### src/verilog/seg_decoder.sv
`timescale 1ns/1ps
`default_nettype none

module seg_decoder (
	input wire [3:0] digit,
	output logic [6:0] segments
);

	// segments[6:0] = g f e d c b a, low lights the segment
	always_comb begin
		case (digit)
			4'h0: segments = 7'h40;
			4'h1: segments = 7'h79;
			4'h2: segments = 7'h24;
			4'h3: segments = 7'h30;
			4'h4: segments = 7'h19;
			4'h5: segments = 7'h12;
			4'h6: segments = 7'h02;
			4'h7: segments = 7'h78;
			4'h8: segments = 7'h00;
			4'h9: segments = 7'h10;
			4'ha: segments = 7'h08;
			4'hb: segments = 7'h03;
			4'hc: segments = 7'h46;
			4'hd: segments = 7'h21;
			4'he: segments = 7'h06;
			default: segments = 7'h0e;
		endcase
	end

endmodule

`default_nettype wire

### config.mk
export PLATFORM = sky130hd
export DESIGN_NAME = seg_decoder
export DESIGN_NICKNAME = d
export VERILOG_FILES = /design/src/verilog/seg_decoder.sv
export SDC_FILE = /design/constraint.sdc
export NUM_CORES = 1
export LEC_CHECK = 0
export ABC_CLOCK_PERIOD_IN_PS = 2150
export BUFFER_PORTS_ARGS = -buffer_cell sky130_fd_sc_hd__buf_4
export CORE_AREA = 2 2 39 41
export DETAILED_ROUTE_END_ITERATION = 6
export DIE_AREA = 0 0 41 43
export PLACE_DENSITY_LB_ADDON = 0.08
export SETUP_SLACK_MARGIN = 0.05
export SLEW_MARGIN = 20
export SYNTH_ARGS = -nofsm -noshare
export SYNTH_HDL_FRONTEND = slang
export SYNTH_SLANG_ARGS = --single-unit
### constraint.sdc
create_clock -name vclk -period 2.15
set_clock_uncertainty 0.1 [all_clocks]
set_input_delay 0.3225 -clock vclk [all_inputs]
set_output_delay 0.3225 -clock vclk [all_outputs]
set_load 0.05 [all_outputs]
Yosys cells after proc, flatten, opt, wreduce, memory -nomap -nowiden --
Memory sizes are Yosys's and may differ from the RTL's. Cells that the tools add are included.
Word-level totals: memory bits (read-only) 112, output and inout bits 7, input port bits 4, memories kept 1, logic and storage cells 1, flip-flop bits (word level) 0
Memory list:
- (no name shown) | words 16, width 7, read ports 1, clocked after Yosys merged registers in 0, write ports 0, line 11 | case (digit)

Longest topological paths before layout --
An unclocked memory read counts as a cell.
depth in word-level cells 1, mapped depth 5, gate-level depth less buffers 5

Worst setup path after synthesis --
No wires, ideal clock.
kind input port to output port, start point in digit[1], end point out segments[0], path buffers 0, data required time 1727 ps, path slack -26 ps, data arrival time 1754 ps, stages 4, cells stage by stage inv_1 > ha_1 > mux2i_1 > o21ai_0
Between the ends: longest elaborated chain between the ends 1
Ends and longest elaborated chain:
- start, declared | line 5 | input wire [3:0] digit,
- $mem_v2 Z16 W7
- end, declared | line 6 | output logic [6:0] segments
Every way passes these cells.

Worst setup path in the final report --
Ends and elaborated chain as after synthesis.

==> out/metrics.csv <==
stage,metric,value,unit
outcome,status,"finished, final reports clean",
routing,vias_per_cell,4.22,
pwr,swShare,63.9,%
clock_tree,cts_hold_buffers,0,
synthesis,synth_top_family_by_area,adder cells,
sta,hold_violations,0,
floorplan,row_count,14,
finish,drive_gt1_share,33.3,%
floorplan,die_h,43,um
hold_path,min_delay_path_depth,3,
routing,vias,245,
synthesis,synth_fa_ha_area_share,31.8,%
setup_path,crit_arrival,1.59,ns
synthesis,synth_mux_area_share,28.2,%
synthesis,seq_area_frac_synth,0,%
floorplan,initial_utilization,19.9,%
hold_path,min_path_type,input port to output pin,
global_routing,grt_pass1_wl,945,um
pwr,p_clk_share,0,%
finish,final_area,369,um2
setup_path,cp-end-kind,output pin,
pwr,p_leak,0.202,nW
synthesis,synth_cell_type_count,15,
routing,postRouteAntennaNets,0,
place,port_buffers,11,
synthesis,syn_inst,32,
sta,worst_pin_slew,0.130,ns
clock_tree,cts.repair.resized,0,
global_routing,gr-total-overflow,0,
finish,nets,55,
sta,period_share,93.4,%
clock_tree,postCtsSetupRepairBufs,0,
finish,n_antenna_cell,0,
routing,post-route-drc-count,0,
sta,rsz0062_at_grt,false,
pwr,pwr_density_cell,302,nW/um2
sta,max-slew-margin-rel,91.1,%
global_routing,antenna_found_initial,0,
hold_path,hold_start,digit[2],
finish,nClkBuffers,0,
place,placed_area,369,um2
setup_path,startpoint,digit[1],
synthesis,syn_area_per_cell,8.60,um2
pwr,finalPower,0.111,mW
place,hpwl,475,um
sta,setup_viol,0,
floorplan,chipWidth,41,um
synthesis,synthesis.nets,43,
finish,seq_area,0,um2
synthesis,yosysWarnings,0,
finish,syn_to_final_growth,34.1,%
floorplan,design.core.area,1380,um2
setup_path,cp_max_fo,5,
finish,final_common_cell,buf_4,
routing,routedWlPerCell,9.59,um
global_routing,grt_max_degree,13,
setup_path,worst-setup-path-type,input port to output pin,
sta,min_period,2.01,ns
synthesis,synth_simple_gate_area_share,14.5,%
pwr,p_seq_share,0,%
global_routing,grt_pass1_vias,224,
pwr,p_sw,0.0712,mW
routing,drtIter0Drc,0,
place,place_ws,0.131,ns
finish,seq_cell_count,0,
setup_path,worstPathRequired,1.73,ns
synthesis,mappedNetlistArea,275,um2
global_routing,track_usage,7.00,%
pwr,power.internal,0.0402,mW
sta,max_freq,0.498,GHz
finish,final_cell_mix,"buf_4, ha_1, nor2_1",
routing,routed_wl,556,um
sta,hold_ws,0.948,ns
routing,drt_pass1_iterations,1,
sta,layout_setup_ws,0.141,ns
synthesis,synth_xor_area_share,0,%
floorplan,io_pins,11,
pwr,ir_drop,0.0000821,V
setup_path,cp-start-kind,input port,
sta,fin_setup_tns,0,ns
sta,slew_viol_final,0,
pwr,p_comb_share,100.0,%
job,maxCapViolations,0,
hold_path,holdPathEnd,segments[5],
floorplan,fp.dieArea,1760,um2
place,gp_congestion,0.713,
synthesis,synth_compound_area_share,15.5,%
-- kinds of logic after synthesis --
kind of cell,Yosys count
buffers and inverters,5
muxes,6
AOI/OAI and AO/OA,6
adders and majority gates,7
and+or+nand+nor,8
-- cell type report --
cell class | instances | area [um2]
fillers | 160 | 1010
multi-input cells | 27 | 248
repair buffers | 12 | 90.1
well taps | 16 | 20.0
inverters | 3 | 11.3
-- per-stage QoR --
stage,util [%],cells
after CTS,26.7,58
final,26.7,58
after floorplan,-,32
after detailed placement,26.7,58
after global placement,26.7,58
after global routing,26.7,58
-- per-layer routing --
layer / wire (um) / vias to the layer above / GRT usage (%)
li1: - / 136 / -
met4: 0 / 0 / 0
met2: 235 / 8 / 10.3
met5: 0 / - / 0
met1: 271 / 101 / 11.7
met3: 49 / 0 / 0
-- how the worst max path moves through the flow --
stage,cells past startpoint,slack (ns),to
after global routing,7,0.06,segments[0]
after detailed placement,7,0.13,segments[0]
final,7,0.14,segments[0]
after global placement,7,0.15,segments[0]
after CTS,7,0.13,segments[0]
after floorplan,5,0.07,segments[0]
-- synth_stat cells (2+ instances only) --
cell type  n  area share [%]
a22o_1     2             6.4
ha_1       7              32
inv_1      3             4.1
mux2i_1    4              15
nor2_1     5             6.8
o21ai_0    2             3.6
-- critical path, cell delays in order --
cell and delay [ns]:
buf_4 0.13, inv_1 0.09, ha_1 0.17, and2b_2 0.22
or3b_1 0.36, o21ai_1 0.08, buf_4 0.21
-- power groups by stage --
stage	sequential (mW)	clock, mW	combinational [mW]
6_report	0	0	0.111
5_1_grt	0	0	0.120
4_1_cts	0	0	0.113
3_5_place_dp	0	0	0.113
3_3_place_gp	0	0	0.113
2_1_floorplan	0	0	0.0807
Note: power is estimated with default switching activity, not from simulation.
