$ cat src/common/boot_params.svh
`ifndef BOOT_PARAMS_SVH
`define BOOT_PARAMS_SVH

// words copied from flash to sram after reset
`define BOOT_WORDS 64

// raw_clk cycles of output enable before the flash data is sampled
`define FLASH_WAIT 3

// flash word address, bits [22:1] of the byte address
`define FLASH_AW 22

// sram word address
`define RAM_AW 18

// data bus width of both memories
`define DATA_W 16

`endif

$ cat src/common/boot_pkg.sv
`default_nettype none
`include "boot_params.svh"

package boot_pkg;

	// one sram request, rd or wr strobed for a single cycle
	typedef struct packed {
		logic rd;
		logic wr;
		logic [`RAM_AW-1:0] addr;
		logic [`DATA_W-1:0] wdata;
	} mem_req_t;

	// sram answer, rdata only meaningful with done on a read
	typedef struct packed {
		logic done;
		logic [`DATA_W-1:0] rdata;
	} mem_rsp_t;

	// result of one flash word read
	typedef struct packed {
		logic ready;
		logic [`DATA_W-1:0] data;
	} flash_rsp_t;

endpackage

`default_nettype wire

$ cat src/boot/flash_ctrl.sv
`timescale 1ns/1ps
`default_nettype none
`include "boot_params.svh"

module flash_ctrl (
	input wire raw_clk,
	input wire rst,
	input wire flash_read,
	input wire [`FLASH_AW-1:0] flash_word_addr,
	input wire [`DATA_W-1:0] flash_data,
	output logic [`FLASH_AW:0] flash_addr,
	output logic flash_ce,
	output logic flash_oe,
	output boot_pkg::flash_rsp_t flash_rsp
);

	localparam int CNT_W = $clog2(`FLASH_WAIT + 2);
	localparam logic [CNT_W-1:0] LAST_CNT = CNT_W'(`FLASH_WAIT);

	logic busy;
	logic [CNT_W-1:0] wait_cnt;
	logic ready_q;
	logic [`DATA_W-1:0] data_q;
	logic sample;

	// final cycle of the access, bus is sampled at its end
	assign sample = busy && (wait_cnt == LAST_CNT);

	always_ff @(posedge raw_clk) begin
		if (rst) begin
			busy <= 1'b0;
			wait_cnt <= '0;
			ready_q <= 1'b0;
		end else begin
			ready_q <= 1'b0;
			if (!busy) begin
				if (flash_read) begin
					busy <= 1'b1;
					wait_cnt <= '0;
				end
			end else if (sample) begin
				busy <= 1'b0;
				ready_q <= 1'b1;
			end else begin
				wait_cnt <= wait_cnt + 1'b1;
			end
		end
	end

	always_ff @(posedge raw_clk) begin
		// byte address, word mode ignores bit 0
		if (!busy && flash_read) begin
			flash_addr <= {flash_word_addr, 1'b0};
		end
		if (sample) begin
			data_q <= flash_data;
		end
	end

	assign flash_ce = ~busy;
	assign flash_oe = ~busy;

	assign flash_rsp.ready = ready_q;
	assign flash_rsp.data = data_q;

endmodule

`default_nettype wire

$ cat config.mk
export PLATFORM = sky130hd
export DESIGN_NAME = flash_ctrl
export DESIGN_NICKNAME = d
export VERILOG_FILES = /design/src/common/boot_pkg.sv /design/src/boot/flash_ctrl.sv
export VERILOG_INCLUDE_DIRS = /design/src /design/src/common
export SDC_FILE = /design/constraint.sdc
export NUM_CORES = 1
export LEC_CHECK = 0
export ABC_AREA = 1
export BUFFER_PORTS_ARGS = -buffer_cell sky130_fd_sc_hd__buf_4
export CAP_MARGIN = 20
export CORE_ASPECT_RATIO = 0.5
export CORE_MARGIN = 2
export CORE_UTILIZATION = 38
export DETAILED_ROUTE_END_ITERATION = 8
export GPL_TIMING_DRIVEN = 0
export PLACE_DENSITY = 0.79
export REMOVE_ABC_BUFFERS = 1
export SLEW_MARGIN = 10
export SYNTH_ARGS = -nofsm -noshare
export SYNTH_HDL_FRONTEND = slang
export SYNTH_SLANG_ARGS = --single-unit
export TNS_END_PERCENT = 5
$ cat constraint.sdc
create_clock -name raw_clk -period 1.8 [get_ports raw_clk]
set_clock_uncertainty 0.05 [all_clocks]
set_input_delay 0.18 -clock raw_clk [delete_from_list [all_inputs] [get_ports raw_clk]]
set_output_delay 0.18 -clock raw_clk [all_outputs]
set_load 0.01 [all_outputs]
## After elaboration in Yosys (flattened, before gate mapping)

Cells that the tools add are included.

- Bits in registers: 43
- Bits of input ports: 41

- Equal/unequal tests: 2
- Bitwise operators: 1
- Muxes and demuxes: 7
- $add $sub $neg: 1
- Reductions and logical operators: 6

Operators by type and width:

| kind | count |
|---|---|
| two-way mux 3 bit | 3 |
| two-way mux 1 bit | 4 |
| adder 3 x 1 -> 3 bit (second input constant) | 1 |
| == test 3 x 2 -> 1 bit (second input constant) | 1 |
| logical AND 1 bit | 2 |
| != test 2 bit (second input constant) | 1 |
| AND reduction 2 bit | 1 |
| nonzero test 2 bit | 1 |
| OR reduction 2 bit | 1 |
| zero test 1 bit | 1 |
| NOT 1 bit | 1 |

## Depth between registers and ports, before layout

- Word-level depth: 4
- Mapped depth: 7

## Least setup slack after synthesis

Ideal clock, no wire load.

- Kind: register to register
- From: register wait_cnt[0]
- To: register data_q[0], enable pin
- Arrival time: 1.020 ns
- Setup slack: 0.366 ns
- Cell stages (with the launch flop): 5
- Clock period less this slack: 1.434 ns
- Buffers on the path: 0
- Cells stage by stage: dfxtp_1 -> ha_1 -> ha_1 -> nand2_1 -> inv_1

- Word-level cells in the longest chain between the ends: 2

Ends and longest elaborated chain:

| element | line | source |
|---|---|---|
| start: declaration | flash_ctrl.sv:21 | `logic [CNT_W-1:0] wait_cnt;` |
| start signal: assignment | flash_ctrl.sv:45 | `wait_cnt <= wait_cnt + 1'b1;` |
| == test 3 x 2 -> 1 bit | flash_ctrl.sv:27 | `assign sample = busy && (wait_cnt == LAST_CNT);` |
| logical AND 1 bit | flash_ctrl.sv:27 |  |
| net sample | flash_ctrl.sv:24 | `logic sample;` |
| end signal: assignment | flash_ctrl.sv:56 | `data_q <= flash_data;` |
| end: declaration | flash_ctrl.sv:23 | `` logic [`DATA_W-1:0] data_q; `` |

The timed path passes the listed nets, and every way through them passes these cells.
A chain may end at the register's enable or synchronous reset.

## Worst setup path after layout

- From: register wait_cnt[0]
- To: register data_q[9], enable pin

Same word-level chain as after synthesis.

==> impl_metrics.ini <==
[timing]
max_slew_margin_pct = 43.94
final_hold_viol_count = 0
slew_viol_final = 0
max_clock_freq_mhz = 577.8
worstMarginPinSlew_ns = 0.8400
fin_crit_ns = 1.731
finalSetupTns_ns = 0
hold-worst-slack_ns = 0.01284
setup_violations = 0
fin_crit_sh_pct = 96.16
rsz0062_at_grt = no

[critical_path]
cp_max_fo = 16
cp.depth = 4
cp_slowest_cell = inv_1
startpoint_type = flop
critPathRequiredTime_ns = 1.68
cp-end-kind = flop
crit_path_cell_trace = ha_1 -> ha_1 -> nand2_1 -> inv_1
crit_family = buffers and inverters
slowest_delay_ns = 0.48
path_common_cell = ha_1
crit_buf_inv = 1
crit_arrival_ns = 1.61
critPathKind = flop to flop
reg2reg_depth = 4

[global_route]
grt_util_all_layers_pct = 14.66
grt_max_degree = 23
grt_pass1_wl_um = 4457
antenna_found_initial = 0
grt-busiest-layer = met2
grt_overflow_total = 0
met1_usage_pct = 15.59
grt_use_met2_pct = 27.73
grt_pass1_vias = 916
grt.met3_usage_pct = 5.297

[finish]
drive_above_1_share_pct = 47.37
syn2layout_area_growth_pct = 75.92
seq_area_um2 = 1241
diodes = 0
final_util_pct = 70.81
fin_nets = 232
fin_cells = 241
multi_input_area_um2 = 107.6
fillers = 221

[placement]
place.gp.congestion = 0.7090
dp_cells = 200
post-dp-hpwl_um = 2163
port_buffers = 81

[clock_tree]
cts_resized = 0
cts_sinks = 43
clk_latency_ns = 0.29
cts_tree = built
cts_buffers = 5
cts-root-buf = clkbuf_8
h-tree-depth = 2
clkSlewWorstSetupHoldPaths_ns = 0.07
cts.hold.buffers_added = 11
clock_path_buffers = 2
cts_setup_buffers = 0

[power]
power-per-cell-area_nw_per_um2 = 799.3
irDropWorstVdd_uv = 399.1
leakage_nw = 1.042

[routing]
ant_nets = 0
drtIter0Drc = 43
drc_errors = 0
vias = 1021
vias_per_cell = 4.237
routed_wl_um = 3718
drtPass1Iterations = 4
wl_per_cell_um = 15.43

[yosys]
yosysUniqueCellTypes = 14
yosys-top-cells-area = edfxtp_1, dfxtp_1, ha_1, buf_4, inv_1
ys_seq_area_share_pct = 88.81
synth_area_per_cell_um2 = 19.68
synth.most_common_cell = edfxtp_1
synthArstFlopShare_pct = 0
yosysTopAreaCell = edfxtp_1
netlist_area_um2 = 1398
synth-seq-cells = 43
yosys-top-cells-count = edfxtp_1, inv_1, dfxtp_1
synth_top_area_share_pct = 81.65
synthFlopType = edfxtp_1
ys_warn_count = 0
syn_inst = 71
synth_edf_count = 38

[status]
status = finished clean

[worst_hold_path]
hold_depth = 1
hold_class = input port to flop

[floorplan]
die_area_um2 = 4209
core_area_um2 = 3472
die_y_um = 46.89
placement_rows = 15
io_pins = 83
initial_utilization_pct = 40.25
dieWidth_um = 89.77

[run]
drv_cap = 0
## power by group
group / internal [mW] / switching, mW / leakage [nW]
clock: 0.272 / 0.310 / 0.0422
combinational: 0.148 / 0.0908 / 0.605
sequential: 1.13 / 0.0152 / 0.395
## layer usage
layer | routed length, um | vias to the layer above
met4 | 91 | 0
met1 | 1360 | 504
met2 | 2129 | 23
met5 | 0 | -
met3 | 136 | 9
li1 | - | 485
## layout by cell type, fill, tap and decap left out
master / netlist / routed
nand2_4: 1 / 1
nand3b_1: 1 / 1
ha_1: 2 / 2
a21oi_1: 4 / 4
edfxtp_1: 38 / 38
dfxtp_1: 5 / 5
conb_1: 1 / 1
nor2_1: 1 / 1
inv_2: 1 / 1
buf_4: 3 / 81
nand2_2: 1 / 1
clkbuf_1: 0 / 2
dlygate4sd3_1: 0 / 33
clkinv_2: 0 / 1
clkbuf_8: 0 / 5
inv_1: 6 / 6
nand2_1: 4 / 4
nand3_1: 3 / 3
## worst paths after layout
path                                    start     endpoint  slack (ns)
worst min-delay path            flash_data[0]    data_q[0]        0.01
worst max register to register    wait_cnt[0]    data_q[9]        0.07
worst max-delay path              wait_cnt[0]    data_q[9]        0.07
worst min register to register    wait_cnt[0]  wait_cnt[0]        0.42
## sequential cells by signal, indices dropped and copies added, names as in the netlist
signal      flops
flash_addr     22
ready_q         1
busy            1
data_q         16
wait_cnt        3
## through the flow
stage | worst slack, ns | instance area [um^2] | total power, mW
global route | 0.01742 | 2459 | 2.027
global placement | 0.2290 | 2047 | 1.332
finish | 0.06920 | 2459 | 1.965
CTS | 0.1935 | 2238 | 1.931
detailed placement | 0.2009 | 2047 | 1.340
floorplan | 0.3660 | 1375 | 1.212
## kinds of logic (layout without fill, tap and decap cells)
group | Yosys count | after routing | synth area share, %
flops | 43 | 43 | 88.81
simple gates | 11 | 11 | 4.207
buf+inv | 10 | 129 | 3.491
compound gates | 4 | 4 | 1.432
fa+ha+maj | 2 | 2 | 1.790
other cells | 1 | 1 | 0.2683
## cell type report
| class | instances | area share (%) |
|---|---|---|
| inverters | 7 | 1.069 |
| well taps | 51 | 2.595 |
| multi-input cells | 18 | 4.377 |
| clock buffers | 7 | 3.104 |
| clock inverters | 1 | 0.2036 |
| flip-flops and latches | 43 | 50.48 |
| repair buffers | 114 | 38.17 |
No activity file was read; power rests on OpenSTA's default activity.
