`config.mk`:
```
export PLATFORM = sky130hd
export DESIGN_NAME = bootloader
export DESIGN_NICKNAME = d
export VERILOG_FILES = /design/src/common/boot_pkg.sv /design/src/boot/bootloader.sv
export VERILOG_INCLUDE_DIRS = /design/src /design/src/common
export SDC_FILE = /design/constraint.sdc
export NUM_CORES = 1
export LEC_CHECK = 0
export BUFFER_PORTS_ARGS = -buffer_cell sky130_fd_sc_hd__buf_2
export CAP_MARGIN = 40
export CORE_MARGIN = 2
export CORE_UTILIZATION = 42
export CTS_BUF_LIST = sky130_fd_sc_hd__clkbuf_4 sky130_fd_sc_hd__clkbuf_8
export CTS_CLUSTER_DIAMETER = 80
export DETAILED_ROUTE_END_ITERATION = 6
export PLACE_DENSITY_LB_ADDON = 0.08
export SYNTH_ARGS = -nofsm -noshare
export SYNTH_HDL_FRONTEND = slang
export SYNTH_SLANG_ARGS = --single-unit
```
`constraint.sdc`:
```
create_clock -name raw_clk -period 2.2 [get_ports raw_clk]
set_input_delay 0.22 -clock raw_clk [delete_from_list [all_inputs] [get_ports raw_clk]]
set_output_delay 0.22 -clock raw_clk [all_outputs]
set_load 0.01 [all_outputs]
```
`src/common/boot_params.svh`:
```
`ifndef BOOT_PARAMS_SVH
`define BOOT_PARAMS_SVH

// words copied from flash to sram after reset
`define BOOT_WORDS 64

// raw_clk cycles of output enable before the flash data is sampled
`define FLASH_WAIT 3

// flash word address, bits [22:1] of the byte address
`define FLASH_AW 22

// sram word address
`define RAM_AW 18

// data bus width of both memories
`define DATA_W 16

`endif

```
`src/common/boot_pkg.sv`:
```
`default_nettype none
`include "boot_params.svh"

package boot_pkg;

	// one sram request, rd or wr strobed for a single cycle
	typedef struct packed {
		logic rd;
		logic wr;
		logic [`RAM_AW-1:0] addr;
		logic [`DATA_W-1:0] wdata;
	} mem_req_t;

	// sram answer, rdata only meaningful with done on a read
	typedef struct packed {
		logic done;
		logic [`DATA_W-1:0] rdata;
	} mem_rsp_t;

	// result of one flash word read
	typedef struct packed {
		logic ready;
		logic [`DATA_W-1:0] data;
	} flash_rsp_t;

endpackage

`default_nettype wire

```
`src/boot/bootloader.sv`:
```
`timescale 1ns/1ps
`default_nettype none
`include "boot_params.svh"

module bootloader (
	input wire raw_clk,
	input wire rst,
	input wire boot_pkg::flash_rsp_t flash_rsp,
	input wire boot_pkg::mem_rsp_t init_rsp,
	output logic flash_read,
	output logic [`FLASH_AW-1:0] flash_word_addr,
	output boot_pkg::mem_req_t init_req,
	output logic boot_done,
	output logic [14:0] words_copied,
	output logic [`DATA_W-1:0] last_data
);

	typedef enum logic [2:0] {
		S_READ,
		S_WAIT_FLASH,
		S_WRITE,
		S_WAIT_RAM,
		S_DONE
	} state_t;

	state_t state;
	logic [14:0] word_cnt;

	// one word per pass: flash read, then sram write
	always_ff @(posedge raw_clk) begin
		if (rst) begin
			state <= S_READ;
			word_cnt <= '0;
		end else begin
			case (state)
				S_READ: begin
					state <= S_WAIT_FLASH;
				end
				S_WAIT_FLASH: begin
					if (flash_rsp.ready) begin
						state <= S_WRITE;
					end
				end
				S_WRITE: begin
					state <= S_WAIT_RAM;
				end
				S_WAIT_RAM: begin
					if (init_rsp.done) begin
						word_cnt <= word_cnt + 1'b1;
						// last word written, hand the sram over
						if (word_cnt == 15'(`BOOT_WORDS - 1)) begin
							state <= S_DONE;
						end else begin
							state <= S_READ;
						end
					end
				end
				default: begin
					state <= S_DONE;
				end
			endcase
		end
	end

	// flash word kept for the sram write and the display
	always_ff @(posedge raw_clk) begin
		if (state == S_WAIT_FLASH && flash_rsp.ready) begin
			last_data <= flash_rsp.data;
		end
	end

	assign flash_read = (state == S_READ);
	assign flash_word_addr = `FLASH_AW'(word_cnt);

	assign init_req.rd = 1'b0;
	assign init_req.wr = (state == S_WRITE);
	assign init_req.addr = `RAM_AW'(word_cnt);
	assign init_req.wdata = last_data;

	assign boot_done = (state == S_DONE);
	assign words_copied = word_cnt;

endmodule

`default_nettype wire

```
Yosys cells after proc, flatten, opt, wreduce, memory -nomap -nowiden
Index checks and enable logic that the tools add are counted.
{"block": "word_totals", "reg_bits": 34, "latchBits": 0, "ramBits": 0, "mem_bits_ro": 0, "out_inout_bits": 91, "elab_cells": 19, "n_memories": 0}
{"block": "classes", "n_addsub": 1, "multipliers": 0, "n_div": 0, "n_lt_le_gt_ge": 0, "n_eq_ne": 7, "n_shift": 0, "n_mux": 4, "n_bitwise": 0, "n_reduce_logical": 4}
{"op": "$add 15x1->15 const B", "count": 1}
{"op": "$eq 15x6->1 const B", "count": 1}
{"op": "$pmux 3 s4", "count": 1}
{"op": "$mux 3", "count": 3}
{"op": "$eq 3x2->1 const B", "count": 2}
{"op": "$ne 2x2->1 const B", "count": 2}
{"op": "$reduce_and 2->1", "count": 2}
{"op": "$eq 3x1->1 const B", "count": 1}
{"op": "$eq 3x3->1 const B", "count": 1}
{"op": "$logic_not 3->1", "count": 1}
{"op": "$logic_and 1x1->1", "count": 1}

Longest topological paths before layout
{"block": "depth", "word_depth": 4, "mapped_depth": 5, "depth_no_buf": 5}

Worst setup path after synthesis
OpenSTA, ideal clock, no wires.
{"block": "synth_timing", "path_type": "reg2reg", "startpoint": "register word_cnt[0], in the netlist words_copied[0]", "endpoint": "register word_cnt[14], in the netlist words_copied[14]", "setup_time_ps": 70, "t_arrival_ps": 1665, "setup_slack_ps": 465, "path_stages_with_launch": 6, "path_buffers": 0, "cell_sequence": "dfxtp_1 ha_1 nand2_1 or4_4 or3_1 a21oi_1"}
{"block": "synth_via", "elab_chain_len": 1}
{"item": "start, declared", "line": "bootloader.sv:27", "rtl": "logic [14:0] word_cnt;"}
{"item": "start signal, assigned", "line": "bootloader.sv:49", "rtl": "word_cnt <= word_cnt + 1'b1;"}
{"item": "$add 15x1->15", "line": "bootloader.sv:49"}
Every way passes these cells.
A chain may end at the register's enable or synchronous reset.

Final worst setup path
{"block": "layout_timing", "startpoint": "register state[1]", "endpoint": "register word_cnt[14], in the netlist words_copied[14]"}
{"block": "layout_via", "elab_chain_len": 2}
{"item": "start, declared", "line": "bootloader.sv:26", "rtl": "state_t state;"}
{"item": "start signal, assigned", "line": "bootloader.sv:32", "rtl": "state <= S_READ;"}
{"item": "start signal, assigned", "line": "bootloader.sv:37", "rtl": "state <= S_WAIT_FLASH;"}
{"item": "start signal, assigned", "line": "bootloader.sv:41", "rtl": "state <= S_WRITE;"}
{"item": "$eq 3x2->1", "line": "bootloader.sv:35", "rtl": "case (state)"}
{"item": "$reduce_and 2->1 (no source line)"}
Every way passes these cells.

==> results.json <==
{
  "grt_usage_pct": 13.4,
  "worstSkewPairLatency_ps": 280,
  "slowest_stage": "or4_4",
  "avgSynthCellArea_sq_um": 10.2,
  "setup_viol": 0,
  "post_drt_wl_per_cell_um": 12.3,
  "clock-sinks": 34,
  "num_rows": 23,
  "port_buffers": 99,
  "final_common_cell": "buf_2",
  "h-tree-depth": 2,
  "seq_area_sq_um": 841,
  "yosys-top-cells-area": "edfxtp_1 27%, buf_4 25%, dfxtp_1 20%",
  "ys_ff_latch": 34,
  "crit_chain": "nand4b_4, or4_4, or3_1, a21oi_1",
  "grt_max_degree": 19,
  "synth_top_area_share_pct": 27.1,
  "clock_skew_ps": 6.52,
  "drive_gt1_share_pct": 48.1,
  "gp_congestion": 0.779,
  "grt_pass1_vias": 1014,
  "diodes": 0,
  "viasPerCell": 4.58,
  "drv_slew": 0,
  "hold_path_end": "last_data[14]",
  "dp_hpwl_mm": 2.69,
  "crit_required_ps": 2410,
  "cts_made_buffers": 5,
  "cts_root_buf": "clkbuf_8",
  "cp_slowest_stage_delay_ps": 610,
  "hold_class": "input pin to register",
  "start_util_pct": 44.0,
  "final_area_sq_um": 2030,
  "drt_wl_total_mm": 3.47,
  "worst_r2r_path_depth": 4,
  "synthArstFlopShare_pct": 0,
  "overflow": 0,
  "end_kind": "register",
  "synth_edf_count": 16,
  "timing.rr.end": "words_copied[14]",
  "multi_input_area_sq_um": 513,
  "yosysSeqAreaShare_pct": 47.4,
  "maxCapViolCount": 0,
  "critPathMaxFanout": 10,
  "antenna_found_initial": 0,
  "holdCritStartpoint": "flash_rsp[14]",
  "drc": 0,
  "leakagePower_nw": 0.984,
  "min_period_ps": 1880,
  "yosysWarnings": 0,
  "netlist.top_cell.by_area": "edfxtp_1",
  "crit_path_start_kind": "register",
  "fin_crit_sh_pct": 85.7,
  "outcome": "finished clean",
  "nFillCells": 402,
  "tritoncts": "yes",
  "die_w_um": 69.0,
  "regToRegSetupSlack_ps": 320,
  "arrival_ps": 2100,
  "die_h_um": 69.0,
  "cpLargestDelayFamily": "simple AND/OR/NAND/NOR gates",
  "hold_buffers": 0,
  "rsz0062_at_grt": "no",
  "io_pins": 127,
  "clk_pin_slew_worst_paths_ps": 70,
  "routed-via-count": 1297,
  "dr.pass1.iters": 4,
  "post-cts-setup-buffers": 0,
  "critPathKind": "register to register",
  "mostFrequentLayoutCells": "99 x buf_2, 18 x dfxtp_1, 16 x edfxtp_1",
  "hold_depth": 1,
  "ant_nets": 0,
  "peakVddDrop_v": 0.000312,
  "netlist_area_sq_um": 1770,
  "fmax_mhz": 531,
  "crit_path_start": "state[1]",
  "coreArea_sq_um": 4030,
  "grt_pass1_wl_mm": 4.69,
  "post_dp_cell_area_sq_um": 1940,
  "critical_path_buf_inv_count": 0,
  "syn2layout_area_growth_pct": 14.2,
  "netlist_instances": 174,
  "fin_nets": 269,
  "synthFlopType": "dfxtp_1",
  "ys_types": 31,
  "reg2reg_from": "state[1]",
  "cts_resized": 0,
  "fp.dieArea_sq_um": 4760,
  "hold_violations": 0,
  "first_iter_violations": 61,
  "tns_ps": 0,
  "clockBufferDepth": 2,
  "p_per_area_nw_per_um2": 608,
  "crit_cells": 4
}
-- final cells by class --
type	count	area share (%)
clock inverter	2	0.432
clock buffer	6	3.77
timing repair buffer	102	25.6
sequential	34	41.5
tap	50	3.09
inverter	2	0.370
multi-input combinational	87	25.3
-- flip-flops by register name, indices dropped and copies added, names as in the netlist --
register / flops
words_copied: 15
last_data: 16
state: 3
-- power breakdown --
part	leakage, nW	internal (mW)	switching [mW]
logic	0.644	0.0422	0.0604
registers	0.294	0.682	0.0100
clock network	0.0460	0.229	0.208
total	0.984	0.953	0.278
-- worst register-to-register path, delay by kind of cell, from the launching register on --
family	cells	cell delay (ps)
AND/OR/NAND/NOR	3	1180
flip-flops	1	490
AO/OA/AOI/OAI	1	140
-- synth_stat cells, types with 2 or more instances --
cell / n
a21oi_1: 7
inv_1: 2
dfxtp_1: 18
clkbuf_1: 2
nor4_1: 5
xnor2_1: 7
nor2_1: 11
or3_1: 5
buf_4: 59
nor3_1: 5
nand4_1: 3
edfxtp_1: 16
o21ai_0: 5
nand3_1: 4
nand2_1: 8
xor2_1: 2
-- how the worst max path moves through the flow --
| stage | end | slack [ps] |
|---|---|---|
| floorplan | words_copied[14] | 470 |
| global route | words_copied[14] | 160 |
| CTS | words_copied[14] | 300 |
| finish | words_copied[14] | 320 |
| global placement | words_copied[14] | 350 |
| detailed placement | words_copied[14] | 300 |
-- metal layers --
metal  track usage (%)  vias up  part of all wire [%]  wire length, um
met4              3.68        0                  0.72               25
li1                  -      642                     -                -
met3              5.03        4                   9.3              324
met2              21.8       64                    48             1670
met5                 0        -                     0                0
met1              16.8      587                    42             1450
-- cells by family after synthesis --
family / Yosys count / share of synthesized area, %
buffers and inverters: 63 / 25.8
AND/OR/NAND/NOR: 51 / 16.7
flip-flops: 34 / 47.4
AO/OA/AOI/OAI: 14 / 4.16
XOR/XNOR: 9 / 4.44
adder cells (fa/ha/maj): 1 / 0.705
other: 1 / 0.211
multiplexers: 1 / 0.564
-- per-stage QoR --
step / setup slack (ps) / util [%] / hold slack [ps] / instances / power [mW]
2_1_floorplan: 465 / - / 319 / 184 / 0.791
3_3_place_gp: 349 / 48.2 / 396 / 275 / 0.808
3_5_place_dp: 297 / 48.2 / 399 / 275 / 0.810
4_1_cts: 297 / 50.3 / 103 / 283 / 1.26
5_1_grt: 161 / 50.3 / 97.9 / 283 / 1.29
6_report: 316 / 50.3 / 116 / 283 / 1.23
Note: power is estimated with default switching activity, not from simulation.
